### config.mk
export PLATFORM = sky130hd
export DESIGN_NAME = vdc_vram_arbiter
export DESIGN_NICKNAME = d
export VERILOG_FILES = /design/src/vdc_pkg.sv /design/src/vdc_vram_arbiter.sv
export SDC_FILE = /design/constraint.sdc
export NUM_CORES = 1
export LEC_CHECK = 0
export BUFFER_PORTS_ARGS = -buffer_cell sky130_fd_sc_hd__buf_2
export CORE_AREA = 2 2 39 41
export DETAILED_ROUTE_END_ITERATION = 6
export DIE_AREA = 0 0 41 43
export PLACE_DENSITY = 0.75
export REMOVE_ABC_BUFFERS = 1
export SYNTH_ARGS = -nofsm -noshare
export SYNTH_HDL_FRONTEND = slang
export SYNTH_SLANG_ARGS = --single-unit
### constraint.sdc
create_clock -name vclk -period 1
set_input_delay 0.1 -clock vclk [all_inputs]
set_output_delay 0.1 -clock vclk [all_outputs]
set_load 0.05 [all_outputs]
### src/vdc_pkg.sv
package vdc_pkg;

  ////////////////////////////////
  // Widths with a meaning
  ////////////////////////////////
  typedef logic [15:0] vram_addr_t;   // VRAM word address
  typedef logic [15:0] vram_data_t;   // VRAM data word
  typedef logic [7:0]  cpu_data_t;    // CPU bus byte
  typedef logic [4:0]  reg_num_t;     // Latched register number
  typedef logic [1:0]  bus_addr_t;    // A pins
  typedef logic [2:0]  char_cycle_t;  // Dot inside an 8-dot character
  typedef logic [9:0]  count_t;       // Position counters
  typedef logic [8:0]  pixel_t;       // {sprite sel, palette, color}

  // Horizontal and vertical phases
  typedef enum logic [1:0] {H_SYNC, H_WAIT, H_DISP, H_END} h_state_t;
  typedef enum logic [1:0] {V_SYNC, V_WAIT, V_DISP, V_END} v_state_t;

  // CPU side VRAM access FSM
  typedef enum logic [1:0] {MEM_IDLE, MEM_READ, MEM_WRITE} mem_state_t;

  ////////////////////////////////
  // CPU bus
  ////////////////////////////////
  localparam bus_addr_t A_STATUS_ADDR = 2'd0;  // Status read, register number write
  localparam bus_addr_t A_DATA_LSB    = 2'd2;
  localparam bus_addr_t A_DATA_MSB    = 2'd3;

  localparam reg_num_t REG_MAWR    = 5'h00;  // Write address
  localparam reg_num_t REG_MARR    = 5'h01;  // Read address
  localparam reg_num_t REG_VRR_VWR = 5'h02;  // VRAM data port
  localparam reg_num_t REG_CR      = 5'h05;
  localparam reg_num_t REG_RCR     = 5'h06;
  localparam reg_num_t REG_BXR     = 5'h07;
  localparam reg_num_t REG_BYR     = 5'h08;
  localparam reg_num_t REG_MWR     = 5'h09;

  ////////////////////////////////
  // Fixed timing, all minus one
  ////////////////////////////////
  localparam count_t HSW = 10'd2;    // HSYNC width
  localparam count_t HDS = 10'd2;    // Start of display
  localparam count_t HDW = 10'd31;   // Display width in tiles
  localparam count_t HDE = 10'd3;    // End period
  localparam count_t VSW = 10'd2;    // VSYNC width
  localparam count_t VDS = 10'd15;   // Top blank, minus two
  localparam count_t VDW = 10'd239;  // Display height in lines
  localparam count_t VDE = 10'd3;    // Bottom blank, not minus one

  localparam cpu_data_t  MWR_RESET     = 8'h10;   // 64 tile wide screen
  localparam count_t     RASTER_OFFSET = 10'd64;  // RCR value of display row 0
  localparam vram_addr_t CG1_OFFSET    = 16'd8;   // Planes 2/3 sit 8 words up
  localparam int         BG_PIPE_LEN   = 3;       // Tiles in flight

  // CR enables and status flags
  localparam int CR_RASTER = 2;
  localparam int CR_VBLANK = 3;
  localparam int ST_RASTER = 2;
  localparam int ST_VBLANK = 5;

  localparam pixel_t OVERSCAN_PIXEL = 9'h100;  // Sprite palette 0, color 0

endpackage
### src/vdc_vram_arbiter.sv
`timescale 1ns/1ps

module vdc_vram_arbiter (
  input  vdc_pkg::char_cycle_t char_cycle,
  input  logic                 bg_fetch_active,
  input  vdc_pkg::vram_addr_t  bg_addr,
  input  logic                 cpu_req,
  input  logic                 cpu_write,
  input  vdc_pkg::vram_addr_t  cpu_addr,
  output logic                 cpu_grant,
  output vdc_pkg::vram_addr_t  mem_addr,
  output logic                 mem_we
);

  logic bg_slot;   // Fetcher owns this dot
  logic cpu_slot;  // CPU may use this dot

  // BAT at 1, CG0 at 5, CG1 at 7 while the fetcher runs
  assign bg_slot = bg_fetch_active &&
                   (char_cycle == 3'd1 || char_cycle == 3'd5 || char_cycle == 3'd7);

  // CPU always lives on even dots
  assign cpu_slot = ~char_cycle[0];

  assign cpu_grant = cpu_req && cpu_slot;           // Single dot, no handshake
  assign mem_we    = cpu_grant && cpu_write;
  assign mem_addr  = bg_slot ? bg_addr : cpu_addr;

endmodule

==> flow_summary.yaml <==
power_and_ir_drop:
  switchingPower_w: 0.000281
  p_sw_share_pct: 53.6
  pwr-share-clk_pct: 0
  power.density_mw_per_mm2: 734
  power_w: 0.000524
  ir_drop_v: 0.000294
  seqPwrFrac_pct: 0
  p_comb_share_pct: 100.0
  cellLeakagePower_nw: 0.419
  p_int_w: 0.000243
timing:
  hold_viol: 0
  setup_ws_ps: -165
  setup_viol: 16
  rsz0062_at_grt: "yes"
  relSlewSlack_pct: 83.7
  timing.fmax_ghz: 0.858
  fin_crit_ps: 1160
  drv_slew: 0
  tightest_slew_ps: 247
  min_period_over_period_pct: 116
final_layout:
  fillers: 124
  design.seq.count: 0
  diodes: 0
  final_nets: 118
  area_growth_pct: 160
  clkbuf_count: 0
  regArea_um2: 0
  design_area_um2: 714
  drive_gt1_share_pct: 97.4
  final_core_util_pct: 51.6
drt:
  wl_met3_um: 141
  drc: 0
  vias: 400
  wl_met1_um: 267
  viasPerCell: 4.26
  drt_iter0_drc: 1
  wl_per_cell_um: 9.81
  dr.pass1.iters: 2
  wl_um: 922
  top_layer: "met3"
  postRouteAntennaNets: 0
  dr_wl_met2_um: 513
synth:
  ys_types: 7
  yosysSeqAreaShare_pct: 0
  avgSynthCellArea_um2: 13.1
  synthCells: 21
  synth_area_um2: 275
  netlist_top_cells_count: "10 x mux2_4, 6 x mux2_2"
  synth_top_area_share_pct: 54.5
  yosysMostFrequentCell: "mux2_4"
  synth_top_area_cell: "mux2_4"
  synth_area_leaders: "mux2_4 55%, mux2_2 25%, o211ai_4 7.7%"
  yosys_warnings: 0
floorplanning:
  dieArea_mm2: 0.00176
  coreArea_mm2: 0.00138
  num_rows: 14
  die_x_um: 41
  pin_count: 56
  start_util_pct: 19.9
  die_h_um: 43
critical_path:
  critPathLaunchType: "input pin"
  cpMostUsedCell: "buf_6"
  critPathMaxStageDelay_ps: 340
  crit_type: "input pin to output port"
  critPathSlowestCell: "mux2_2"
  crit_chain: "buf_8 > inv_4 > o211ai_4 > buf_6 > mux2_2 > buf_6"
  cp.required_ps: 900
  end_kind: "output port"
  critPathArrivalTime_ps: 1060
  startpoint: "char_cycle[1]"
  cp_max_fo: 6
  cp-endpoint: "mem_addr[13]"
min_path:
  holdCritPathClass: "input pin to output port"
clock_network:
  holdBufCountCts: 0
  post_cts_buffers: 0
place:
  gp_congestion: 0.722
  placed_area_um2: 583
  io_buffers: 56
global_route:
  grt_overflow: 0
  grt_antenna_before_repair: 0
  grt_pass1_wl_mm: 1.39
  grt_max_degree: 11
  first_global_vias: 390
  track_usage_pct: 10.7
job:
  maxCapViolCount: 0
outcome:
  failed_checks: "negative setup slack"
  status: "finished with violations"
==> worst max-delay path: cells and delay by family <==
family | cells | cell delay, ps
buffers and inverters | 4 | 410
AOI/OAI and AO/OA | 1 | 210
muxes | 1 | 340
==> layer usage <==
metal | vias up | global-route usage (%)
li1 | 193 | -
met1 | 172 | 10.1
met2 | 35 | 23.4
met3 | 0 | 0
met4 | 0 | 0
met5 | - | 0
==> cell type report <==
class	instances	area [um2]	share of cell area, %
inverters	1	6.26	0.876
multi-input cells	19	259	36.3
well taps	16	20.0	2.80
repair buffers	58	429	60.1
==> cells by family after synthesis <==
kind of cell,Yosys count,synth area share (%)
AOI/OAI and AO/OA,1,7.73
buffers and inverters,2,8.64
and+or+nand+nor,2,4.55
muxes,16,79.1
==> repair_timing <==
item,4_1_cts,5_1_grt
hold endpoints to repair,0,0
resized for setup,37,3
cloned,0,0
setup endpoints to repair,16,16
==> cells in the final DEF (no fill, tap or decap), drive strengths merged <==
| cell type | synthesis | layout |
|---|---|---|
| buf | 1 | 58 |
| mux2 | 16 | 16 |
| nor2b | 1 | 1 |
| and2 | 1 | 1 |
| inv | 1 | 1 |
| o211ai | 1 | 1 |
==> through the flow <==
stage	hold slack, ps	cells	setup WS, ps	setup TNS [ps]
finish	549	94	-165	-2390
global placement	566	94	-233	-3340
detailed placement	567	94	-252	-3620
CTS	552	94	-172	-2590
floorplan	377	20	-472	-3230
global route	560	94	-201	-2930
==> power groups by stage <==
stage / clock network, W / registers (W) / logic (W)
6_report: 0 / 0 / 0.000524
5_1_grt: 0 / 0 / 0.000553
4_1_cts: 0 / 0 / 0.000520
3_5_place_dp: 0 / 0 / 0.000435
3_3_place_gp: 0 / 0 / 0.000432
2_1_floorplan: 0 / 0 / 0.000300
==> how the worst min path moves through the flow <==
stage | start | to | cells past startpoint
floorplan | char_cycle[0] | cpu_grant | 1
finish | cpu_addr[15] | mem_addr[15] | 3
detailed placement | char_cycle[0] | cpu_grant | 3
CTS | bg_addr[8] | mem_addr[8] | 3
global route | bg_addr[8] | mem_addr[8] | 3
global placement | char_cycle[0] | cpu_grant | 3
Note: power is estimated with default switching activity, not from simulation.
