$ cat config.mk
export PLATFORM = sky130hd
export DESIGN_NAME = vdc_timing
export DESIGN_NICKNAME = d
export VERILOG_FILES = /design/src/vdc_pkg.sv /design/src/vdc_timing.sv
export SDC_FILE = /design/constraint.sdc
export NUM_CORES = 1
export LEC_CHECK = 0
export BUFFER_PORTS_ARGS = -buffer_cell sky130_fd_sc_hd__buf_4
export CAP_MARGIN = 25
export CORE_MARGIN = 5
export CORE_UTILIZATION = 54
export CTS_CLUSTER_SIZE = 12
export DETAILED_ROUTE_END_ITERATION = 8
export HOLD_SLACK_MARGIN = 0.02
export PLACE_DENSITY_LB_ADDON = 0.25
export SLEW_MARGIN = 20
export SYNTH_ARGS = -nofsm -noshare
export SYNTH_HDL_FRONTEND = slang
export SYNTH_SLANG_ARGS = --single-unit
$ cat constraint.sdc
create_clock -name clock -period 2.8 [get_ports clock]
set_input_delay 0.14 -clock clock [delete_from_list [all_inputs] [get_ports clock]]
set_output_delay 0.14 -clock clock [all_outputs]
set_load 0.02 [all_outputs]
$ cat src/vdc_pkg.sv
package vdc_pkg;

  ////////////////////////////////
  // Widths with a meaning
  ////////////////////////////////
  typedef logic [15:0] vram_addr_t;   // VRAM word address
  typedef logic [15:0] vram_data_t;   // VRAM data word
  typedef logic [7:0]  cpu_data_t;    // CPU bus byte
  typedef logic [4:0]  reg_num_t;     // Latched register number
  typedef logic [1:0]  bus_addr_t;    // A pins
  typedef logic [2:0]  char_cycle_t;  // Dot inside an 8-dot character
  typedef logic [9:0]  count_t;       // Position counters
  typedef logic [8:0]  pixel_t;       // {sprite sel, palette, color}

  // Horizontal and vertical phases
  typedef enum logic [1:0] {H_SYNC, H_WAIT, H_DISP, H_END} h_state_t;
  typedef enum logic [1:0] {V_SYNC, V_WAIT, V_DISP, V_END} v_state_t;

  // CPU side VRAM access FSM
  typedef enum logic [1:0] {MEM_IDLE, MEM_READ, MEM_WRITE} mem_state_t;

  ////////////////////////////////
  // CPU bus
  ////////////////////////////////
  localparam bus_addr_t A_STATUS_ADDR = 2'd0;  // Status read, register number write
  localparam bus_addr_t A_DATA_LSB    = 2'd2;
  localparam bus_addr_t A_DATA_MSB    = 2'd3;

  localparam reg_num_t REG_MAWR    = 5'h00;  // Write address
  localparam reg_num_t REG_MARR    = 5'h01;  // Read address
  localparam reg_num_t REG_VRR_VWR = 5'h02;  // VRAM data port
  localparam reg_num_t REG_CR      = 5'h05;
  localparam reg_num_t REG_RCR     = 5'h06;
  localparam reg_num_t REG_BXR     = 5'h07;
  localparam reg_num_t REG_BYR     = 5'h08;
  localparam reg_num_t REG_MWR     = 5'h09;

  ////////////////////////////////
  // Fixed timing, all minus one
  ////////////////////////////////
  localparam count_t HSW = 10'd2;    // HSYNC width
  localparam count_t HDS = 10'd2;    // Start of display
  localparam count_t HDW = 10'd31;   // Display width in tiles
  localparam count_t HDE = 10'd3;    // End period
  localparam count_t VSW = 10'd2;    // VSYNC width
  localparam count_t VDS = 10'd15;   // Top blank, minus two
  localparam count_t VDW = 10'd239;  // Display height in lines
  localparam count_t VDE = 10'd3;    // Bottom blank, not minus one

  localparam cpu_data_t  MWR_RESET     = 8'h10;   // 64 tile wide screen
  localparam count_t     RASTER_OFFSET = 10'd64;  // RCR value of display row 0
  localparam vram_addr_t CG1_OFFSET    = 16'd8;   // Planes 2/3 sit 8 words up
  localparam int         BG_PIPE_LEN   = 3;       // Tiles in flight

  // CR enables and status flags
  localparam int CR_RASTER = 2;
  localparam int CR_VBLANK = 3;
  localparam int ST_RASTER = 2;
  localparam int ST_VBLANK = 5;

  localparam pixel_t OVERSCAN_PIXEL = 9'h100;  // Sprite palette 0, color 0

endpackage
$ cat src/vdc_timing.sv
`timescale 1ns/1ps

module vdc_timing (
  input  logic                 clock,
  input  logic                 reset_N,
  input  logic                 clock_en,
  output vdc_pkg::char_cycle_t char_cycle,
  output vdc_pkg::h_state_t    h_state,
  output vdc_pkg::v_state_t    v_state,
  output vdc_pkg::count_t      h_cnt,
  output vdc_pkg::count_t      v_cnt,
  output logic                 end_of_line,
  output logic                 bg_fetch_active,
  output logic                 in_display,
  output logic                 hsync_n,
  output logic                 vsync_n
);
  import vdc_pkg::*;

  ////////////////////////////////
  // Horizontal
  ////////////////////////////////
  // Each phase counts down from its width, steps on the last dot of a char
  always_ff @(posedge clock, negedge reset_N) begin
    if (~reset_N) begin
      char_cycle <= '0;
      h_cnt      <= HSW;
      h_state    <= H_SYNC;  // Line starts in sync
    end else if (clock_en) begin
      char_cycle <= char_cycle + 3'd1;
      if (char_cycle == 3'd7) begin
        h_cnt <= h_cnt - 10'd1;
        if (h_cnt == '0) begin
          case (h_state)
            H_SYNC: begin h_cnt <= HDS; h_state <= H_WAIT; end
            H_WAIT: begin h_cnt <= HDW; h_state <= H_DISP; end
            H_DISP: begin h_cnt <= HDE; h_state <= H_END;  end
            default: begin h_cnt <= HSW; h_state <= H_SYNC; end
          endcase
        end
      end
    end
  end

  assign end_of_line = (char_cycle == 3'd7) && (h_state == H_END) && (h_cnt == '0);

  ////////////////////////////////
  // Vertical
  ////////////////////////////////
  always_ff @(posedge clock, negedge reset_N) begin
    if (~reset_N) begin
      v_cnt   <= VDS + 10'd1;
      v_state <= V_WAIT;
    end else if (clock_en && end_of_line) begin
      v_cnt <= v_cnt - 10'd1;  // One step per line
      if (v_cnt == '0) begin
        case (v_state)
          V_WAIT: begin
            v_cnt   <= VDW;          // VDW+1 display lines
            v_state <= V_DISP;
          end
          V_DISP: begin
            v_cnt   <= VDE - 10'd1;  // VDE lines of bottom blank
            v_state <= V_END;
          end
          V_END: begin
            v_cnt   <= VSW;
            v_state <= V_SYNC;
          end
          default: begin
            v_cnt   <= VDS + 10'd1;  // Top blank, VDS+2 lines
            v_state <= V_WAIT;
          end
        endcase
      end
    end
  end

  // Two tiles of prefetch at the tail of H_WAIT fill the pipe before display
  assign bg_fetch_active = (v_state == V_DISP) &&
                           ((h_state == H_DISP) || (h_state == H_WAIT && h_cnt < 10'd2));
  assign in_display      = (h_state == H_DISP) && (v_state == V_DISP);

  assign hsync_n = (h_state != H_SYNC);
  assign vsync_n = (v_state != V_SYNC);  // No separate frame counter

endmodule

==> impl_metrics.toml <==
[floorplanning]
core_area_um2 = 2980
dieArea_um2 = 4200
num_rows = 20
pin_count = 35
die_x_um = 64.8
die_y_um = 64.8
start_util_pct = 54.5

[sta]
fmax_mhz = 407
rsz0062_at_grt = "no"
clock_skew_ps = 1.87
worst_pin_slew_ps = 620
final-setup-viol-count = 0
whs_ps = 246
fin_crit_ps = 2460
hold_viol_final = 0
relSlewSlack_pct = 58.1
post-route-period-util_pct = 87.8
finalSetupTns_ps = 0
slew_viol_final = 0

[worst_hold_path]
hold_path_class = "input port to asynchronous set/reset pin"

[grt]
gr-usage-all-layers_pct = 17.8
grt_pass1_vias = 1245
grt_max_degree = 28
overflow = 0
grt_pass1_wl_mm = 5.98
antenna_found_initial = 0

[cells_and_area]
nNetsFinal = 218
postLayoutCellArea_um2 = 1940
filler_cell_count = 250
drive_above_1_share_pct = 26.2
antenna_cells = 0
fin_util_pct = 65.1
area_delta_synth_final_pct = 19.4

[placed_design]
numPortBuffers = 34
place_hpwl_mm = 2.75
finalWeightedCongestion = 0.857
dpl_cell_area_um2 = 1890

[clock_network]
cts_resized = 0
root_buffer = "clkbuf_4"
cts_setup_buffers = 0
cts_buffers = 3
htreeDepth = 1
postCtsHoldBufs = 1
clock_latency_ps = 320
clock_tree.buffer_depth = 2
clk_pin_slew_ps = 140
cts.sink_count = 27
cts_tree = "done"

[yosys]
yosysTopAreaCell = "dfrtp_1"
ys.flop_type = "dfrtp_1"
yosys-top-cells-area = "dfrtp_1 37%, ha_1 9.2%, dfstp_2 4.9%"
async_flop_share_pct = 100
synth_top_cell_area_share_pct = 37.0
synth_area_um2 = 1620
ys.warnings.count = 0
synth_edf_count = 0
synth.avg_cell_area_um2 = 9.72
yosysSeqAreaShare_pct = 41.8
ys_ff_latch = 27
synthCells = 167
syn_nets = 182
yosysUniqueCellTypes = 39

[setup_path]
end_kind = "output port"
crit_path_start = "h_cnt[6]"
timing.rr.start = "v_cnt[0]"
arrival_ps = 2320
cp.required_ps = 2660
cp-start-kind = "flop"
crit_type = "flop to output port"
crit_fanout = 6

[power]
powerDensity_nw_per_um2 = 700
p_leak_nw = 0.918
power_frac_comb_pct = 43.3
intPower_mw = 0.800
ir_worst_vdd_mv = 0.625
switching_share_pct = 41.0
clockPowerShare_pct = 12.5
p_switching_mw = 0.557
seqPwrFrac_pct = 44.2

[routing]
antenna_left = 0
first_iter_violations = 64
vias = 1362
drc = 0
totalWireLength_mm = 3.63
first_pass_iters = 4
avgRoutedWirePerCell_um = 15.5
viasPerCell = 5.80

[status]
status = "completed"

[run]
cap_violations = 0
## layout by cell type, fill, tap and decap left out, types with 2 or more instances in the layout
cell type,instances
a22o_1,2
a22oi_1,4
a31oi_1,4
and2_1,2
and3_1,3
buf_4,35
clkbuf_4,3
dfrtp_1,24
dfstp_2,3
dlygate4sd3_1,2
ha_1,12
inv_1,20
mux2_2,7
mux2i_1,4
nand2_1,8
nand3_1,5
nor2_1,11
nor3_1,9
nor4_1,4
nor4b_1,2
o211ai_1,2
o21ai_0,9
o22ai_1,2
o31ai_1,5
or3_1,5
xnor2_1,2
## cells in the mapped netlist (3+ instances only)
| cell | number |
|---|---|
| nor2_1 | 11 |
| nor3_1 | 9 |
| clkbuf_1 | 3 |
| a31oi_1 | 4 |
| mux2i_1 | 4 |
| o31ai_1 | 5 |
| mux2_2 | 7 |
| a22oi_1 | 4 |
| ha_1 | 12 |
| nand2_1 | 8 |
| dfstp_2 | 3 |
| or3_1 | 5 |
| inv_1 | 20 |
| nor4_1 | 4 |
| and3_1 | 3 |
| nand3_1 | 5 |
| o21ai_0 | 9 |
| dfrtp_1 | 24 |
## stage by stage
| step | setup slack (ps) | instances | power (mW) |
|---|---|---|---|
| 2_1_floorplan | 635 | 167 | 0.980 |
| 3_3_place_gp | 534 | 229 | 1.18 |
| 3_5_place_dp | 507 | 229 | 1.20 |
| 4_1_cts | 352 | 234 | 1.37 |
| 5_1_grt | 176 | 235 | 1.46 |
| 6_report | 342 | 235 | 1.36 |
## worst max-delay path, cell delays in order (launching register included)
cell	delay, ps
dfrtp_1	450
or4_4	580
nor4b_1	590
and3_1	240
buf_4	140
## path summary, 6_finish.rpt
| check | slack [ps] | end | depth (start not counted) |
|---|---|---|---|
| max | 340 | end_of_line | 4 |
| max in group asynchronous | 2260 | h_cnt[1] | 2 |
| min in group clock | 530 | char_cycle[0] | 1 |
| max reg2reg | 480 | v_state[1] | 6 |
| min | 250 | h_cnt[6] | 2 |
| min reg2reg | 530 | char_cycle[0] | 1 |
## cell type report
cell class / instances / area [um^2] / area share [%]
tap: 33 / 41.3 / 2.13
clock buffer: 4 / 26.3 / 1.35
timing repair buffer: 37 / 283 / 14.6
sequential: 27 / 679 / 35.0
inverter: 20 / 75.1 / 3.87
multi-input combinational: 114 / 835 / 43.0
## routing by layer
layer / part of all wire [%] / GRT usage [%] / vias to the layer above
li1: - / - / 669
met1: 48 / 26.0 / 650
met2: 46 / 27.6 / 39
met3: 5.2 / 2.77 / 4
met4: 0.74 / 3.96 / 0
met5: 0 / 0 / -
## power by group through the flow
stage          Combinational, mW  Sequential (mW)  Clock (mW)
2_1_floorplan              0.284            0.696           0
3_5_place_dp               0.588            0.609           0
6_report                   0.588            0.600       0.169
3_3_place_gp               0.578            0.601           0
5_1_grt                    0.643            0.618       0.195
4_1_cts                    0.592            0.601       0.174
## flip-flops by register name, indices dropped and copies added, names as in the netlist
register    count
h_cnt          10
v_cnt          10
h_state         2
char_cycle      3
v_state         2
## logic make-up after synthesis
group           after synthesis  share of synthesized area [%]
simple gates                 58                           20.8
compound gates               29                           11.7
flops                        27                           41.8
buf+inv                      26                           6.78
mux                          12                           8.01
xor+xnor                      3                           1.62
fa+ha+maj                    12                           9.24
Note: power is estimated with default switching activity, not from simulation.
