**src/vdc_pkg.sv**
```systemverilog
package vdc_pkg;

  ////////////////////////////////
  // Widths with a meaning
  ////////////////////////////////
  typedef logic [15:0] vram_addr_t;   // VRAM word address
  typedef logic [15:0] vram_data_t;   // VRAM data word
  typedef logic [7:0]  cpu_data_t;    // CPU bus byte
  typedef logic [4:0]  reg_num_t;     // Latched register number
  typedef logic [1:0]  bus_addr_t;    // A pins
  typedef logic [2:0]  char_cycle_t;  // Dot inside an 8-dot character
  typedef logic [9:0]  count_t;       // Position counters
  typedef logic [8:0]  pixel_t;       // {sprite sel, palette, color}

  // Horizontal and vertical phases
  typedef enum logic [1:0] {H_SYNC, H_WAIT, H_DISP, H_END} h_state_t;
  typedef enum logic [1:0] {V_SYNC, V_WAIT, V_DISP, V_END} v_state_t;

  // CPU side VRAM access FSM
  typedef enum logic [1:0] {MEM_IDLE, MEM_READ, MEM_WRITE} mem_state_t;

  ////////////////////////////////
  // CPU bus
  ////////////////////////////////
  localparam bus_addr_t A_STATUS_ADDR = 2'd0;  // Status read, register number write
  localparam bus_addr_t A_DATA_LSB    = 2'd2;
  localparam bus_addr_t A_DATA_MSB    = 2'd3;

  localparam reg_num_t REG_MAWR    = 5'h00;  // Write address
  localparam reg_num_t REG_MARR    = 5'h01;  // Read address
  localparam reg_num_t REG_VRR_VWR = 5'h02;  // VRAM data port
  localparam reg_num_t REG_CR      = 5'h05;
  localparam reg_num_t REG_RCR     = 5'h06;
  localparam reg_num_t REG_BXR     = 5'h07;
  localparam reg_num_t REG_BYR     = 5'h08;
  localparam reg_num_t REG_MWR     = 5'h09;

  ////////////////////////////////
  // Fixed timing, all minus one
  ////////////////////////////////
  localparam count_t HSW = 10'd2;    // HSYNC width
  localparam count_t HDS = 10'd2;    // Start of display
  localparam count_t HDW = 10'd31;   // Display width in tiles
  localparam count_t HDE = 10'd3;    // End period
  localparam count_t VSW = 10'd2;    // VSYNC width
  localparam count_t VDS = 10'd15;   // Top blank, minus two
  localparam count_t VDW = 10'd239;  // Display height in lines
  localparam count_t VDE = 10'd3;    // Bottom blank, not minus one

  localparam cpu_data_t  MWR_RESET     = 8'h10;   // 64 tile wide screen
  localparam count_t     RASTER_OFFSET = 10'd64;  // RCR value of display row 0
  localparam vram_addr_t CG1_OFFSET    = 16'd8;   // Planes 2/3 sit 8 words up
  localparam int         BG_PIPE_LEN   = 3;       // Tiles in flight

  // CR enables and status flags
  localparam int CR_RASTER = 2;
  localparam int CR_VBLANK = 3;
  localparam int ST_RASTER = 2;
  localparam int ST_VBLANK = 5;

  localparam pixel_t OVERSCAN_PIXEL = 9'h100;  // Sprite palette 0, color 0

endpackage
```
**src/vdc_bg_fetch.sv**
```systemverilog
`timescale 1ns/1ps

module vdc_bg_fetch (
  input  logic                 clock,
  input  logic                 reset_N,
  input  logic                 clock_en,
  input  vdc_pkg::char_cycle_t char_cycle,
  input  vdc_pkg::h_state_t    h_state,
  input  vdc_pkg::v_state_t    v_state,
  input  vdc_pkg::count_t      h_cnt,
  input  logic                 bg_fetch_active,
  input  logic                 in_display,
  input  vdc_pkg::count_t      bxr,
  input  vdc_pkg::count_t      byr,
  input  vdc_pkg::cpu_data_t   mwr,
  input  vdc_pkg::vram_data_t  mem_rdata,
  output vdc_pkg::vram_addr_t  bg_addr,
  output vdc_pkg::pixel_t      vd
);
  import vdc_pkg::*;

  count_t      x_start, y_start;   // Scroll, latched once per line
  count_t      cur_row, row_sum;   // Row in pixels
  logic [6:0]  cur_col, x_mask;    // Column in tiles
  logic [2:0]  y_shift;            // log2 of BAT width
  count_t      y_mask;
  vram_addr_t  bat_ptr, tile_ptr;
  logic [1:0]  wr_ptr, rd_ptr;
  logic [2:0]  cycle_adj, px_bit;
  logic [3:0]  tile_pix;
  logic [3:0]  pipe_pal [BG_PIPE_LEN];
  vram_data_t  pipe_cg0 [BG_PIPE_LEN];
  vram_data_t  pipe_cg1 [BG_PIPE_LEN];

  ////////////////////////////////
  // BAT addressing
  ////////////////////////////////
  // MWR[5:4] width 32/64/128 tiles, MWR[6] height 32/64 tiles
  assign y_shift = mwr[5] ? 3'd7 : (mwr[4] ? 3'd6 : 3'd5);
  assign x_mask  = mwr[5] ? 7'h7f : (mwr[4] ? 7'h3f : 7'h1f);
  assign y_mask  = mwr[6] ? 10'h1ff : 10'h0ff;
  assign row_sum = (cur_row + y_start) & y_mask;
  assign bat_ptr = vram_addr_t'(cur_col) + (vram_addr_t'(row_sum[9:3]) << y_shift);

  always_comb begin
    case (char_cycle)
      3'd5:    bg_addr = tile_ptr;               // CG0, planes 0/1
      3'd7:    bg_addr = tile_ptr + CG1_OFFSET;  // CG1, planes 2/3
      default: bg_addr = bat_ptr;
    endcase
  end

  always_ff @(posedge clock, negedge reset_N) begin
    if (~reset_N) begin
      x_start <= '0; y_start <= '0;
      cur_row <= '0; cur_col <= '0;
      wr_ptr  <= '0; rd_ptr  <= '0;
    end else if (clock_en) begin
      if (h_state == H_SYNC && char_cycle == 3'd6) begin
        x_start <= bxr;
        y_start <= byr;
      end
      if (v_state == V_WAIT) cur_row <= '0;  // Frame restarts at row 0
      else if (h_state == H_DISP && h_cnt == '0 && char_cycle == 3'd7) cur_row <= cur_row + 10'd1;
      if (h_state == H_SYNC && h_cnt == '0 && char_cycle == 3'd7) begin
        cur_col <= x_start[9:3];
      end else if (bg_fetch_active && char_cycle == 3'd7) begin
        cur_col <= (cur_col + 7'd1) & x_mask;  // Wrap on screen width
      end
      // Ring write side, one slot per fetched tile
      if (!bg_fetch_active) wr_ptr <= '0;
      else if (char_cycle == 3'd7) wr_ptr <= (wr_ptr == 2'(BG_PIPE_LEN - 1)) ? 2'd0 : wr_ptr + 2'd1;
      // Read side trails by two tiles, shifted by fine scroll
      if (!in_display) rd_ptr <= '0;
      else if (cycle_adj == 3'd7) rd_ptr <= (rd_ptr == 2'(BG_PIPE_LEN - 1)) ? 2'd0 : rd_ptr + 2'd1;
    end
  end

  ////////////////////////////////
  // Tile line pipeline
  ////////////////////////////////
  always_ff @(posedge clock) begin
    if (clock_en && bg_fetch_active) begin
      case (char_cycle)
        3'd1: begin
          pipe_pal[wr_ptr] <= mem_rdata[15:12];  // BAT palette
          tile_ptr <= {mem_rdata[11:0], 4'h0} + vram_addr_t'(row_sum[2:0]);
        end
        3'd5: pipe_cg0[wr_ptr] <= mem_rdata;
        3'd7: pipe_cg1[wr_ptr] <= mem_rdata;
        default: ;
      endcase
    end
  end

  assign cycle_adj = char_cycle + x_start[2:0];
  assign px_bit    = 3'd7 - cycle_adj;  // Leftmost dot is the MSB of each byte
  assign tile_pix  = {pipe_cg1[rd_ptr][{1'b1, px_bit}], pipe_cg1[rd_ptr][{1'b0, px_bit}],
                      pipe_cg0[rd_ptr][{1'b1, px_bit}], pipe_cg0[rd_ptr][{1'b0, px_bit}]};

  // Color 0 is transparent, shown as palette 0
  assign vd = !in_display ? OVERSCAN_PIXEL :
              {1'b0, (tile_pix == 4'h0) ? 4'h0 : pipe_pal[rd_ptr], tile_pix};

endmodule

```
**config.mk**
```make
export PLATFORM = sky130hd
export DESIGN_NAME = vdc_bg_fetch
export DESIGN_NICKNAME = d
export VERILOG_FILES = /design/src/vdc_pkg.sv /design/src/vdc_bg_fetch.sv
export SDC_FILE = /design/constraint.sdc
export NUM_CORES = 1
export LEC_CHECK = 0
export BUFFER_PORTS_ARGS = -buffer_cell sky130_fd_sc_hd__clkbuf_2
export CAP_MARGIN = 0
export CORE_MARGIN = 5
export CORE_UTILIZATION = 30
export CTS_CLUSTER_DIAMETER = 100
export CTS_CLUSTER_SIZE = 14
export DETAILED_ROUTE_END_ITERATION = 16
export PLACE_DENSITY = 0.48
export SLEW_MARGIN = 20
export SYNTH_ARGS = -nofsm -noshare
export SYNTH_HDL_FRONTEND = slang
export SYNTH_SLANG_ARGS = --single-unit
export TNS_END_PERCENT = 1
```
**constraint.sdc**
```tcl
create_clock -name clock -period 6.5 [get_ports clock]
set_input_delay 0.325 -clock clock [delete_from_list [all_inputs] [get_ports clock]]
set_output_delay 0.325 -clock clock [all_outputs]
set_load 0.05 [all_outputs]
```
==> results.py <==
metrics = {
    "route": {
        "drt-pass1-iter-count": 5,
        "antenna_left": 0,
        "vias": 4983,
        "drc": 0,
        "routed_via_density": 4.85,
        "avgRoutedWirePerCell_um": 17.3,
        "drtIter0Drc": 304,
        "wirelength_um": 17800,
    },
    "synthesis": {
        "synth_cell_types": 61,
        "yosysWarnings": 0,
        "synthArstFlopShare_pct": 24.1,
        "netlist_area_um2": 7630,
        "ys_ff_latch": 162,
        "synth_xor_area_share_pct": 2.39,
        "synth-compound-area-share_pct": 8.64,
        "synth_fa_ha_area_share_pct": 3.08,
        "synthSimpleGateAreaFrac_pct": 11.4,
        "muxShareOfSynthArea_pct": 11.1,
        "synth_top_family_by_area": "simple AND/OR/NAND/NOR gates",
        "yosysSeqAreaShare_pct": 61.2,
        "synth_edf_count": 123,
        "avgSynthCellArea_um2": 12.7,
        "syn_nets": 684,
        "yosysTopAreaCellShare_pct": 48.4,
        "postSynthCellCount": 601,
        "synth_area_leaders": "edfxtp_1 (48%), dfrtp_1 (13%), mux2i_1 (5.0%)",
        "yosys.area.top_type": "edfxtp_1",
        "synth-main-ff-cell": "edfxtp_1",
    },
    "sta": {
        "drv_slew": 0,
        "max_freq_ghz": 0.235,
        "final_hold_viol_count": 0,
        "setup_violations": 0,
        "min_period_ns": 4.25,
        "rsz0062_at_grt": "no",
        "fin_ws_ns": 2.25,
        "timing.slew.headroom_pct": 29.5,
        "setup_tns_ns": 0,
        "clock_skew_ns": 0.00779,
        "min_period_over_period_pct": 65.3,
        "tightest_slew_ns": 1.05,
    },
    "placement": {
        "io_buffers": 84,
        "place_congestion": 0.784,
        "hpwl_um": 12500,
        "dp_slack_ns": 2.69,
    },
    "cells_and_area": {
        "final-seq-area_um2": 4670,
        "fillers": 2482,
        "syn2layout_area_growth_pct": 18.4,
        "nNetsFinal": 768,
        "drive_gt1_share_pct": 25.4,
        "final_cell_mix": "edfxtp_1 (123), clkbuf_2 (83), nor2_1 (76), a21oi_1 (56), nand2_1 (40)",
        "n_antenna_cell": 0,
        "layout.cells.most_common": "edfxtp_1",
        "multiInputGateArea_um2": 2830,
    },
    "clock_tree": {
        "clock_sinks": 162,
        "cts-root-buf": "clkbuf_16",
        "clock_path_buffers": 2,
        "cts_tree": "built",
        "clk_latency_ns": 0.42,
        "cts_inserted_buffers": 17,
        "cts_setup_buffers": 0,
        "htreeDepth": 4,
        "cts.repair.resized": 0,
        "cts.clk_slew.worst_paths_ns": 0.07,
    },
    "global_routing": {
        "grt_overflow": 0,
        "grt_pass1_vias": 5024,
        "grt_pass1_wl_um": 27700,
        "antenna_found_initial": 0,
        "track_usage_pct": 12.5,
        "grt_max_degree": 65,
    },
    "floorplanning": {
        "fp.coreArea_um2": 25100,
        "num_rows": 58,
        "start_util_pct": 30.4,
        "die_h_um": 170,
        "ios": 91,
        "dieWidth_um": 170,
        "die-area_um2": 28700,
    },
    "power_and_ir_drop": {
        "irDropWorstVdd_mv": 0.160,
        "leakagePower_uw": 0.00342,
        "p_per_area_nw_per_um2": 303,
    },
    "critical_path": {
        "start_kind": "register",
        "end_kind": "primary output",
        "arrival_ns": 3.92,
        "crit_type": "reg2out",
        "cp.required_ns": 6.17,
        "crit_fanout": 4,
    },
    "status": {
        "outcome": "completed",
    },
    "min_path": {
        "min_path_type": "in2reg",
    },
    "flow_run": {
        "maxCapViolations": 0,
    },
}
[cells by family after synthesis]
| kind of cell | count (synthesis) |
|---|---|
| simple gates | 184 |
| fa+ha+maj | 17 |
| other cells | 1 |
| mux | 71 |
| buf+inv | 41 |
| xor+xnor | 20 |
| flops | 162 |
| compound gates | 105 |
[metrics by stage]
| stage | std cells | hold WS, ns | total power, uW | utilization [%] | cell area, um^2 |
|---|---|---|---|---|---|
| 4_1_cts | 1027 | 0.0937 | 2780 | 36.0 | 9030 |
| 6_report | 1028 | 0.126 | 2740 | 36.0 | 9040 |
| 2_1_floorplan | 601 | 0.0294 | 1630 | - | 7630 |
| 3_3_place_gp | 995 | 0.502 | 1780 | 33.6 | 8430 |
| 3_5_place_dp | 995 | 0.501 | 1790 | 33.6 | 8430 |
| 5_1_grt | 1028 | 0.116 | 2870 | 36.0 | 9040 |
[state kept, by name, summed over array words and instances (netlist names)]
signal / count
cur_col: 7
cur_row: 9
pipe_cg0: 48
pipe_cg1: 48
pipe_pal: 12
rd_ptr: 2
tile_ptr: 15
wr_ptr: 2
x_start: 10
y_start: 9
[cell usage after synthesis, drive strengths merged, types with 3 or more instances]
cell type,number
o211ai,3
clkbuf,14
nand4,4
xnor2,11
nor3,11
and2,3
nand2b,4
nand2,40
nand3,11
or2,4
edfxtp,123
xor2,9
nor2b,3
nor2,79
ha,14
nand4b,3
dfrtp,39
inv,16
mux2i,38
a21oi,56
mux4,8
nor4,4
buf,11
fa,3
and3,6
o21ai,19
a21o,6
mux2,25
nor3b,6
[final cells by class]
type,count,area share [%]
multi-input combinational,398,31.3
clock buffer,17,4.71
clock inverter,15,1.87
tap,330,4.57
inverter,16,0.664
sequential,162,51.7
timing repair buffer,90,5.20
[routing by layer]
layer / global-route usage [%] / up-vias / wire length, um
met5: 0 / - / 0
met4: 2.84 / 0 / 67
met3: 3.17 / 6 / 740
met2: 21.3 / 99 / 9050
met1: 16.0 / 2491 / 7940
li1: - / 2387 / -
[power by group]
group,internal [uW],switching (uW)
Sequential,1150,40.6
Clock,515,466
Combinational,222,345
[timing repair]
item                                    4_1_cts  5_1_grt
endpoints found under the setup margin        0        0
hold buffers                                  0        1
hold endpoints to repair                      0       39
[critical path: stages, from the launching register on]
cell and delay [ns]:
dfrtp_1 0.41, ha_1 0.22, inv_1 0.07, fa_1 0.40
nand2b_1 0.22, a21oi_1 0.20, xor2_1 0.33, a21oi_1 0.12
nor2_1 0.10, ha_1 0.27, a21oi_1 0.16, nor2_1 0.09
a21boi_2 0.21, xnor2_1 0.15, a21oi_1 0.23, clkbuf_2 0.33
[path summary, 6_finish.rpt]
kind | start | endpoint | slack [ns] | cells past startpoint
setup / recovery | cur_row[0] | bg_addr[10] | 2.25 | 15
hold / removal | byr[1] | y_start[1] | 0.13 | 3
setup reg to reg | x_start[0] | rd_ptr[0] | 4.01 | 7
hold reg to reg | x_start[3] | x_start[3] | 0.51 | 1
max in group asynchronous | reset_N | rd_ptr[1] | 5.69 | 2
min in group asynchronous | reset_N | x_start[7] | 0.42 | 2
No activity file was read; power rests on OpenSTA's default activity.
