===== src/vdc_pkg.sv =====
package vdc_pkg;

  ////////////////////////////////
  // Widths with a meaning
  ////////////////////////////////
  typedef logic [15:0] vram_addr_t;   // VRAM word address
  typedef logic [15:0] vram_data_t;   // VRAM data word
  typedef logic [7:0]  cpu_data_t;    // CPU bus byte
  typedef logic [4:0]  reg_num_t;     // Latched register number
  typedef logic [1:0]  bus_addr_t;    // A pins
  typedef logic [2:0]  char_cycle_t;  // Dot inside an 8-dot character
  typedef logic [9:0]  count_t;       // Position counters
  typedef logic [8:0]  pixel_t;       // {sprite sel, palette, color}

  // Horizontal and vertical phases
  typedef enum logic [1:0] {H_SYNC, H_WAIT, H_DISP, H_END} h_state_t;
  typedef enum logic [1:0] {V_SYNC, V_WAIT, V_DISP, V_END} v_state_t;

  // CPU side VRAM access FSM
  typedef enum logic [1:0] {MEM_IDLE, MEM_READ, MEM_WRITE} mem_state_t;

  ////////////////////////////////
  // CPU bus
  ////////////////////////////////
  localparam bus_addr_t A_STATUS_ADDR = 2'd0;  // Status read, register number write
  localparam bus_addr_t A_DATA_LSB    = 2'd2;
  localparam bus_addr_t A_DATA_MSB    = 2'd3;

  localparam reg_num_t REG_MAWR    = 5'h00;  // Write address
  localparam reg_num_t REG_MARR    = 5'h01;  // Read address
  localparam reg_num_t REG_VRR_VWR = 5'h02;  // VRAM data port
  localparam reg_num_t REG_CR      = 5'h05;
  localparam reg_num_t REG_RCR     = 5'h06;
  localparam reg_num_t REG_BXR     = 5'h07;
  localparam reg_num_t REG_BYR     = 5'h08;
  localparam reg_num_t REG_MWR     = 5'h09;

  ////////////////////////////////
  // Fixed timing, all minus one
  ////////////////////////////////
  localparam count_t HSW = 10'd2;    // HSYNC width
  localparam count_t HDS = 10'd2;    // Start of display
  localparam count_t HDW = 10'd31;   // Display width in tiles
  localparam count_t HDE = 10'd3;    // End period
  localparam count_t VSW = 10'd2;    // VSYNC width
  localparam count_t VDS = 10'd15;   // Top blank, minus two
  localparam count_t VDW = 10'd239;  // Display height in lines
  localparam count_t VDE = 10'd3;    // Bottom blank, not minus one

  localparam cpu_data_t  MWR_RESET     = 8'h10;   // 64 tile wide screen
  localparam count_t     RASTER_OFFSET = 10'd64;  // RCR value of display row 0
  localparam vram_addr_t CG1_OFFSET    = 16'd8;   // Planes 2/3 sit 8 words up
  localparam int         BG_PIPE_LEN   = 3;       // Tiles in flight

  // CR enables and status flags
  localparam int CR_RASTER = 2;
  localparam int CR_VBLANK = 3;
  localparam int ST_RASTER = 2;
  localparam int ST_VBLANK = 5;

  localparam pixel_t OVERSCAN_PIXEL = 9'h100;  // Sprite palette 0, color 0

endpackage

===== src/vdc_irq.sv =====
`timescale 1ns/1ps

module vdc_irq (
  input  logic               clock,
  input  logic               reset_N,
  input  logic               clock_en,
  input  vdc_pkg::v_state_t  v_state,
  input  vdc_pkg::count_t    v_cnt,
  input  logic               end_of_line,
  input  logic [12:0]        cr,
  input  vdc_pkg::count_t    rcr,
  input  logic               ack,
  output vdc_pkg::cpu_data_t status,
  output logic               irq_n
);
  import vdc_pkg::*;

  v_state_t prev_v_state;
  count_t   cur_row;     // Display row, 0 at top
  logic     vblank_hit, raster_hit;

  // Falling out of the display area
  assign vblank_hit = cr[CR_VBLANK] && (prev_v_state == V_DISP) && (v_state != V_DISP);

  // Checked at line end, from the last blank line through the display
  assign raster_hit = end_of_line && cr[CR_RASTER] && (rcr >= RASTER_OFFSET) &&
                      ((v_state == V_WAIT && v_cnt == '0) || v_state == V_DISP) &&
                      (cur_row + 10'd1 == rcr - RASTER_OFFSET);

  always_ff @(posedge clock, negedge reset_N) begin
    if (~reset_N) begin
      prev_v_state <= V_SYNC;
      cur_row      <= '0;
      status       <= '0;
      irq_n        <= 1'b1;
    end else if (clock_en) begin
      prev_v_state <= v_state;
      if (v_state == V_WAIT) cur_row <= '0;
      else if (end_of_line && v_state == V_DISP) cur_row <= cur_row + 10'd1;
      if (ack) begin               // Status read wins over a fresh event
        status <= '0;
        irq_n  <= 1'b1;
      end else begin
        if (vblank_hit) begin
          status[ST_VBLANK] <= 1'b1;
          irq_n             <= 1'b0;
        end
        if (raster_hit) begin
          status[ST_RASTER] <= 1'b1;
          irq_n             <= 1'b0;
        end
      end
    end
  end

endmodule


===== config.mk =====
export PLATFORM = sky130hd
export DESIGN_NAME = vdc_irq
export DESIGN_NICKNAME = d
export VERILOG_FILES = /design/src/vdc_pkg.sv /design/src/vdc_irq.sv
export SDC_FILE = /design/constraint.sdc
export NUM_CORES = 1
export LEC_CHECK = 0
export ABC_AREA = 1
export BUFFER_PORTS_ARGS = -buffer_cell sky130_fd_sc_hd__buf_2
export CORE_AREA = 4 4 57 59
export DETAILED_ROUTE_END_ITERATION = 7
export DIE_AREA = 0 0 61 63
export GPL_ROUTABILITY_DRIVEN = 0
export PLACE_DENSITY = 0.77
export SLEW_MARGIN = 20
export SYNTH_ARGS = -nofsm -noshare
export SYNTH_HDL_FRONTEND = slang
export SYNTH_SLANG_ARGS = --single-unit
export TNS_END_PERCENT = 5

===== constraint.sdc =====
create_clock -name clock -period 1.7 [get_ports clock]
set_input_delay 0.17 -clock clock [delete_from_list [all_inputs] [get_ports clock]]
set_output_delay 0.17 -clock clock [all_outputs]
set_load 0.02 [all_outputs]

==> results.sh, run 1 <==
export IMPL_grt_overflow=0
export IMPL_grtUsageTotal_pct=17.3
export IMPL_p_per_area_mw_per_mm2=547
export IMPL_timing_hold_violations_final=0
export IMPL_busiest_layer="met2"
export IMPL_cts_buffer_depth=2
export IMPL_ios=49
export IMPL_status="complete, no violations"
export IMPL_start_util_pct=47.9
export IMPL_fmax_mhz=634
export IMPL_post_route_drc_count=0
export IMPL_antenna_left=0
export IMPL_vdd_ir_drop_max_uv=499
export IMPL_dr_pass1_iters=4
export IMPL_fillers=286
export IMPL_setup_viol=0
export IMPL_crit_arrival_ns=1.80
export IMPL_port_buffers=31
export IMPL_min_path_type="in -> reg"
export IMPL_die_x_um=61
export IMPL_clk_pin_slew_worst_paths_ns=0.09
export IMPL_ys_ff_latch=15
export IMPL_cts_root_buf="clkbuf_4"
export IMPL_cp_max_fo=5
export IMPL_drt_vias_per_instance=4.75
export IMPL_whs_ns=0.0998
export IMPL_ys_warn_count=0
export IMPL_final_cell_mix="nand2_1 (51), buf_2 (31), inv_1 (30), nand3_1 (24), nor2_1 (19)"
export IMPL_maxCapViolCount=0
export IMPL_grt_start_max_net_pins=16
export IMPL_p_leak_nw=0.824
export IMPL_grt_util_met2_pct=26.2
export IMPL_min_period_ns=1.58
export IMPL_finalNetCount=279
export IMPL_core_mm2=0.00271
export IMPL_met1_usage_pct=24.1
export IMPL_critPathCaptureType="flop"
export IMPL_path_class="reg -> reg"
export IMPL_drt_iter0_drc=50
export IMPL_final_common_cell="nand2_1"
export IMPL_drive_gt1_share_pct=28.9
export IMPL_setup_slack_ns=0.122
export IMPL_clock_latency_ns=0.29
export IMPL_synth_cells=196
export IMPL_area_growth_pct=20.6
export IMPL_place_hpwl_um=2370
export IMPL_netlist_cell_type_count=29
export IMPL_met3_usage_pct=2.89
export IMPL_grt_antenna_before_repair=0
export IMPL_die_area_mm2=0.00384
export IMPL_syn_area_mm2=0.00130
export IMPL_finalClockSkew_ns=0.00115
export IMPL_insertedDiodeCount=0
export IMPL_fin_crit_sh_pct=92.8
export IMPL_grt_pass1_wl_um=5150
export IMPL_vias=1263
export IMPL_finalMaxSlewViolations=0
export IMPL_die_h_um=63
export IMPL_required_ns=1.93
export IMPL_grt_pass1_vias=1203
export IMPL_place_ws_ns=0.126
export IMPL_yosysSeqAreaShare_pct=29.0
export IMPL_cts_tree="done"
export IMPL_cts_buffers=3
export IMPL_cts_sinks=15
export IMPL_cp_start_kind="flop"
export IMPL_syn_avg_cell_area_um2=6.62
export IMPL_wirelength_um=2940
export IMPL_htree_levels=1
export IMPL_fp_row_count=19
export IMPL_routedWlPerCell_um=11.1
==> flip-flops by register name, summed over array words and instances (netlist names) <==
signal        count
prev_v_state      2
cur_row          10
irq_n             1
status            2
==> Yosys cell counts <==
cell	n	area, um2
o21ai_2	1	8.76
nand2_2	8	50.1
nor2_4	4	45.0
nand2_1	53	199
a21oi_2	1	8.76
nor3_2	1	10.0
o21bai_1	1	7.51
nor3_4	1	16.3
o22ai_1	4	25.0
or2_2	1	6.26
buf_4	6	45.0
nand3b_1	1	7.51
nand3_1	24	120
inv_1	30	113
conb_1	1	3.75
a21oi_1	2	10.0
inv_2	1	3.75
nor2_1	19	71.3
nand3_2	3	30.0
nand2_4	1	11.3
xnor2_1	2	17.5
xor2_1	1	8.76
nand4_1	2	12.5
nor3_1	1	5.00
ha_1	3	37.5
dfstp_2	1	26.3
o21ai_0	7	35.0
nor2_2	2	12.5
dfrtp_1	14	350
==> report_power, final <==
part | switching (mW) | internal [mW]
clock network | 0.123 | 0.0912
logic | 0.139 | 0.103
registers | 0.0194 | 0.381
==> per-stage QoR <==
stage,instances,util [%],cell area [um2],total power [mW],setup TNS (ns)
6_report,266,57.8,1570,0.857,0
5_1_grt,266,57.8,1570,0.916,-0.00898
4_1_cts,265,56.2,1520,0.847,0
3_5_place_dp,260,54.9,1490,0.630,0
3_3_place_gp,260,54.9,1490,0.626,0
2_1_floorplan,201,-,1320,0.550,0
==> cell families (layout without fill, tap and decap cells) <==
group / after synthesis / in the layout / share of synthesized area, %
other cells: 1 / 6 / 0.289
fa+ha+maj: 3 / 3 / 2.89
simple gates: 121 / 121 / 46.0
flops: 15 / 15 / 29.0
compound gates: 16 / 16 / 7.33
xor+xnor: 3 / 3 / 2.03
buf+inv: 37 / 71 / 12.4
==> cell type report <==
type	instances	area (um2)	area share [%]
clock buffers	4	26.3	1.68
inverters	31	116	7.43
multi-input cells	149	806	51.5
flip-flops and latches	15	379	24.2
well taps	31	38.8	2.48
repair buffers	36	199	12.7
==> final timing paths <==
kind,startpoint,endpoint,slack (ns),cells after the start
setup / recovery,cur_row[1],status[2],0.12,11
hold / removal,ack,irq_n,0.1,3
setup reg to reg,cur_row[1],status[2],0.12,11
hold reg to reg,status[5],status[5],0.49,2
max in group asynchronous,reset_N,irq_n,1.07,2
min in group asynchronous,reset_N,cur_row[9],0.32,2
==> repair_timing <==
action,CTS,global route
setup endpoints to repair,0,2
hold buffers,1,0
buffers inserted,0,1
endpoints found under the hold margin,14,0
resized for setup,0,9
==> routing by layer <==
metal / wire (um) / share of wire [%]
met1: 1270 / 43
met2: 1430 / 48
met3: 205 / 7.0
met4: 37 / 1.3
met5: 0 / 0
==> critical path, stage by stage, from the launching register on <==
cell and delay, ns:
dfrtp_1 0.43, ha_4 0.20, nand2_4 0.09, nor2_4 0.05, buf_4 0.12, nand3_1 0.09, nand3_1 0.08, nand2_1 0.08
nand3_2 0.10, nor2_4 0.10, nand2_2 0.06, a21oi_2 0.10
(Power assumes the default switching activity.)
==> inputs of run 2 (changes only) <==
- CORE_AREA: 4 4 57 59 -> 4 4 71 73
- DIE_AREA: 0 0 61 63 -> 0 0 75 77
- PLACE_DENSITY: 0.77 -> not set
==> run 2 against run 1 <==
Final cell count rose by 7.5%. First-iteration DRC count rose by 10%. Routed wire length rose by 5.7%. Clock power rose by 37%. Final area rose by 1.7%. Core utilization fell by 21 points. Sequential share of layout area fell by 0.40 points. Via count rose by 1.3%. Combinational power barely moved. Setup slack improved by 0.033 ns. Non-clock buffer count fell by 1. Die area rose by 50%. Critical endpoint unchanged. Highest routed layer unchanged.
==> results.sh, run 2 (synthesized netlist as in run 1, its figures left out) <==
export IMPL_die_x_um=75
export IMPL_post_route_drc_count=0
export IMPL_cp_top_family="simple AND/OR/NAND/NOR gates"
export IMPL_cts_setup_buffers=0
export IMPL_critPathCaptureType="flop"
export IMPL_grt_start_max_net_pins=16
export IMPL_crit_chain="buf_4, inv_1, nor2_4, nand2_1, nand3_1, nand2_1, nor2_2, nand3_2, nor2_2, nand2_2, a21oi_2"
export IMPL_p_leak_nw=0.823
export IMPL_ios=49
export IMPL_required_ns=1.88
export IMPL_dr_pass1_iters=4
export IMPL_htree_levels=1
export IMPL_drt_iter0_drc=55
export IMPL_min_path_type="in -> reg"
export IMPL_path_buf_inv=2
export IMPL_cp_max_fo=6
export IMPL_wirelength_um=3110
export IMPL_seq_area_um2=379
export IMPL_max_stage_delay_ns=0.39
export IMPL_hp_start="ack"
export IMPL_area_growth_pct=22.7
export IMPL_die_h_um=77
export IMPL_final_common_cell="nand2_1"
export IMPL_whs_ns=0.141
export IMPL_port_buffers=31
export IMPL_vdd_ir_drop_max_uv=450
export IMPL_cts_buffer_depth=2
export IMPL_cp_start_kind="flop"
export IMPL_cts_root_buf="clkbuf_8"
export IMPL_routedWlPerCell_um=10.9
export IMPL_post_route_util_pct=36.6
export IMPL_insertedDiodeCount=0
export IMPL_worstHoldEndpoint="irq_n"
export IMPL_vias=1279
export IMPL_path_class="reg -> reg"
export IMPL_core_mm2=0.00435
export IMPL_fmax_mhz=647
export IMPL_r2r_slack_ns=0.15
export IMPL_r2r_start="cur_row[0]"
export IMPL_top_regs="cur_row: 10 flops, prev_v_state: 2 flops, status: 2 flops"
export IMPL_drive_gt1_share_pct=28.2
export IMPL_timing_hold_violations_final=0
export IMPL_slowest_stage="dfrtp_1"
export IMPL_multi_input_area_um2=798
export IMPL_finalClockSkew_ns=0.00377
export IMPL_hold_depth=3
export IMPL_grt_pass1_vias=1287
export IMPL_start_util_pct=29.8
export IMPL_r2r_end="status[2]"
export IMPL_grt_pass1_wl_um=5400
export IMPL_min_period_ns=1.55
export IMPL_final_cell_mix="nand2_1 (52), buf_2 (31), inv_1 (30), nand3_1 (24), nor2_1 (19)"
export IMPL_reg2regPathDepth=11
export IMPL_die_area_mm2=0.00578
export IMPL_fillers=471
export IMPL_rsz0062_at_grt="no"
export IMPL_grt_antenna_before_repair=0
export IMPL_status="complete, no violations"
export IMPL_crit_arrival_ns=1.73
export IMPL_tns_ns=0
export IMPL_fin_crit_sh_pct=90.9
export IMPL_cts_tree="done"
export IMPL_path_depth=11
export IMPL_fp_row_count=24
export IMPL_grtUsageTotal_pct=12.2
export IMPL_largest_reg_flops=10
export IMPL_clk_pin_slew_worst_paths_ns=0.06
export IMPL_maxCapViolCount=0
export IMPL_cts_sinks=15
export IMPL_finalPower_mw=0.936
export IMPL_finalMaxSlewViolations=0
export IMPL_antenna_left=0
export IMPL_p_per_area_mw_per_mm2=588
export IMPL_place_hpwl_um=2550
export IMPL_finalNetCount=278
export IMPL_cts_buffers=3
export IMPL_setup_viol=0
export IMPL_drt_vias_per_instance=4.47
export IMPL_top_register="cur_row"
export IMPL_grt_overflow=0
export IMPL_clock_latency_ns=0.25
==> run 2: cell count changes in the layout (fill, tap and decap cells not counted), sizes merged <==
| cell | change |
|---|---|
| buf | -1 |
==> run 2: where the power goes <==
group          switching (mW)  internal (mW)
clock network           0.128          0.166
registers              0.0200          0.381
logic                   0.140          0.100
total                   0.288          0.648
==> run 2: worst max-delay path by stage <==
stage | start | slack [ns] | to
6_report | cur_row[0] | 0.15 | status[2]
5_1_grt | cur_row[0] | 0.006 | status[2]
4_1_cts | cur_row[0] | 0.08 | status[2]
3_5_place_dp | cur_row[0] | 0.1 | status[2]
3_3_place_gp | cur_row[0] | 0.12 | irq_n
2_1_floorplan | cur_row[1] | 0.22 | status[2]
==> run 2: final cells by class <==
cell class              count  share of cell area (%)
inverters                  31                    7.31
multi-input cells         149                    50.2
clock buffers               4                    2.83
repair buffers             35                    11.8
flip-flops and latches     15                    23.8
well taps                  52                    4.09
==> run 2: what timing repair did <==
action / in CTS / in global routing
gates resized for setup: 0 / 6
setup endpoints to repair: 0 / 2
hold endpoints to repair: 14 / 0
hold buffers: 1 / 0
==> run 2: stage by stage <==
stage          cell area, um2  setup WS, ns  std cells
2_1_floorplan            1320         0.223        201
3_3_place_gp             1510         0.120        281
3_5_place_dp             1510        0.0995        281
4_1_cts                  1570        0.0831        286
5_1_grt                  1590       0.00564        286
6_report                 1590         0.155        286
==> run 2: layer usage <==
metal / vias up / global-route usage, % / wire (um)
li1: 682 / - / -
met1: 554 / 14.5 / 1400
met2: 37 / 19.7 / 1440
met3: 6 / 3.79 / 207
met4: 0 / 5.16 / 70
met5: - / 0 / 0
==> run 2: worst reg2reg max path, stage by stage, from the launching register on <==
cell and delay, ns:
dfrtp_1 0.39, buf_4 0.15, inv_1 0.09, nor2_4 0.15, nand2_1 0.09, nand3_1 0.08
nand2_1 0.06, nor2_2 0.11, nand3_2 0.08, nor2_2 0.10, nand2_2 0.07, a21oi_2 0.11
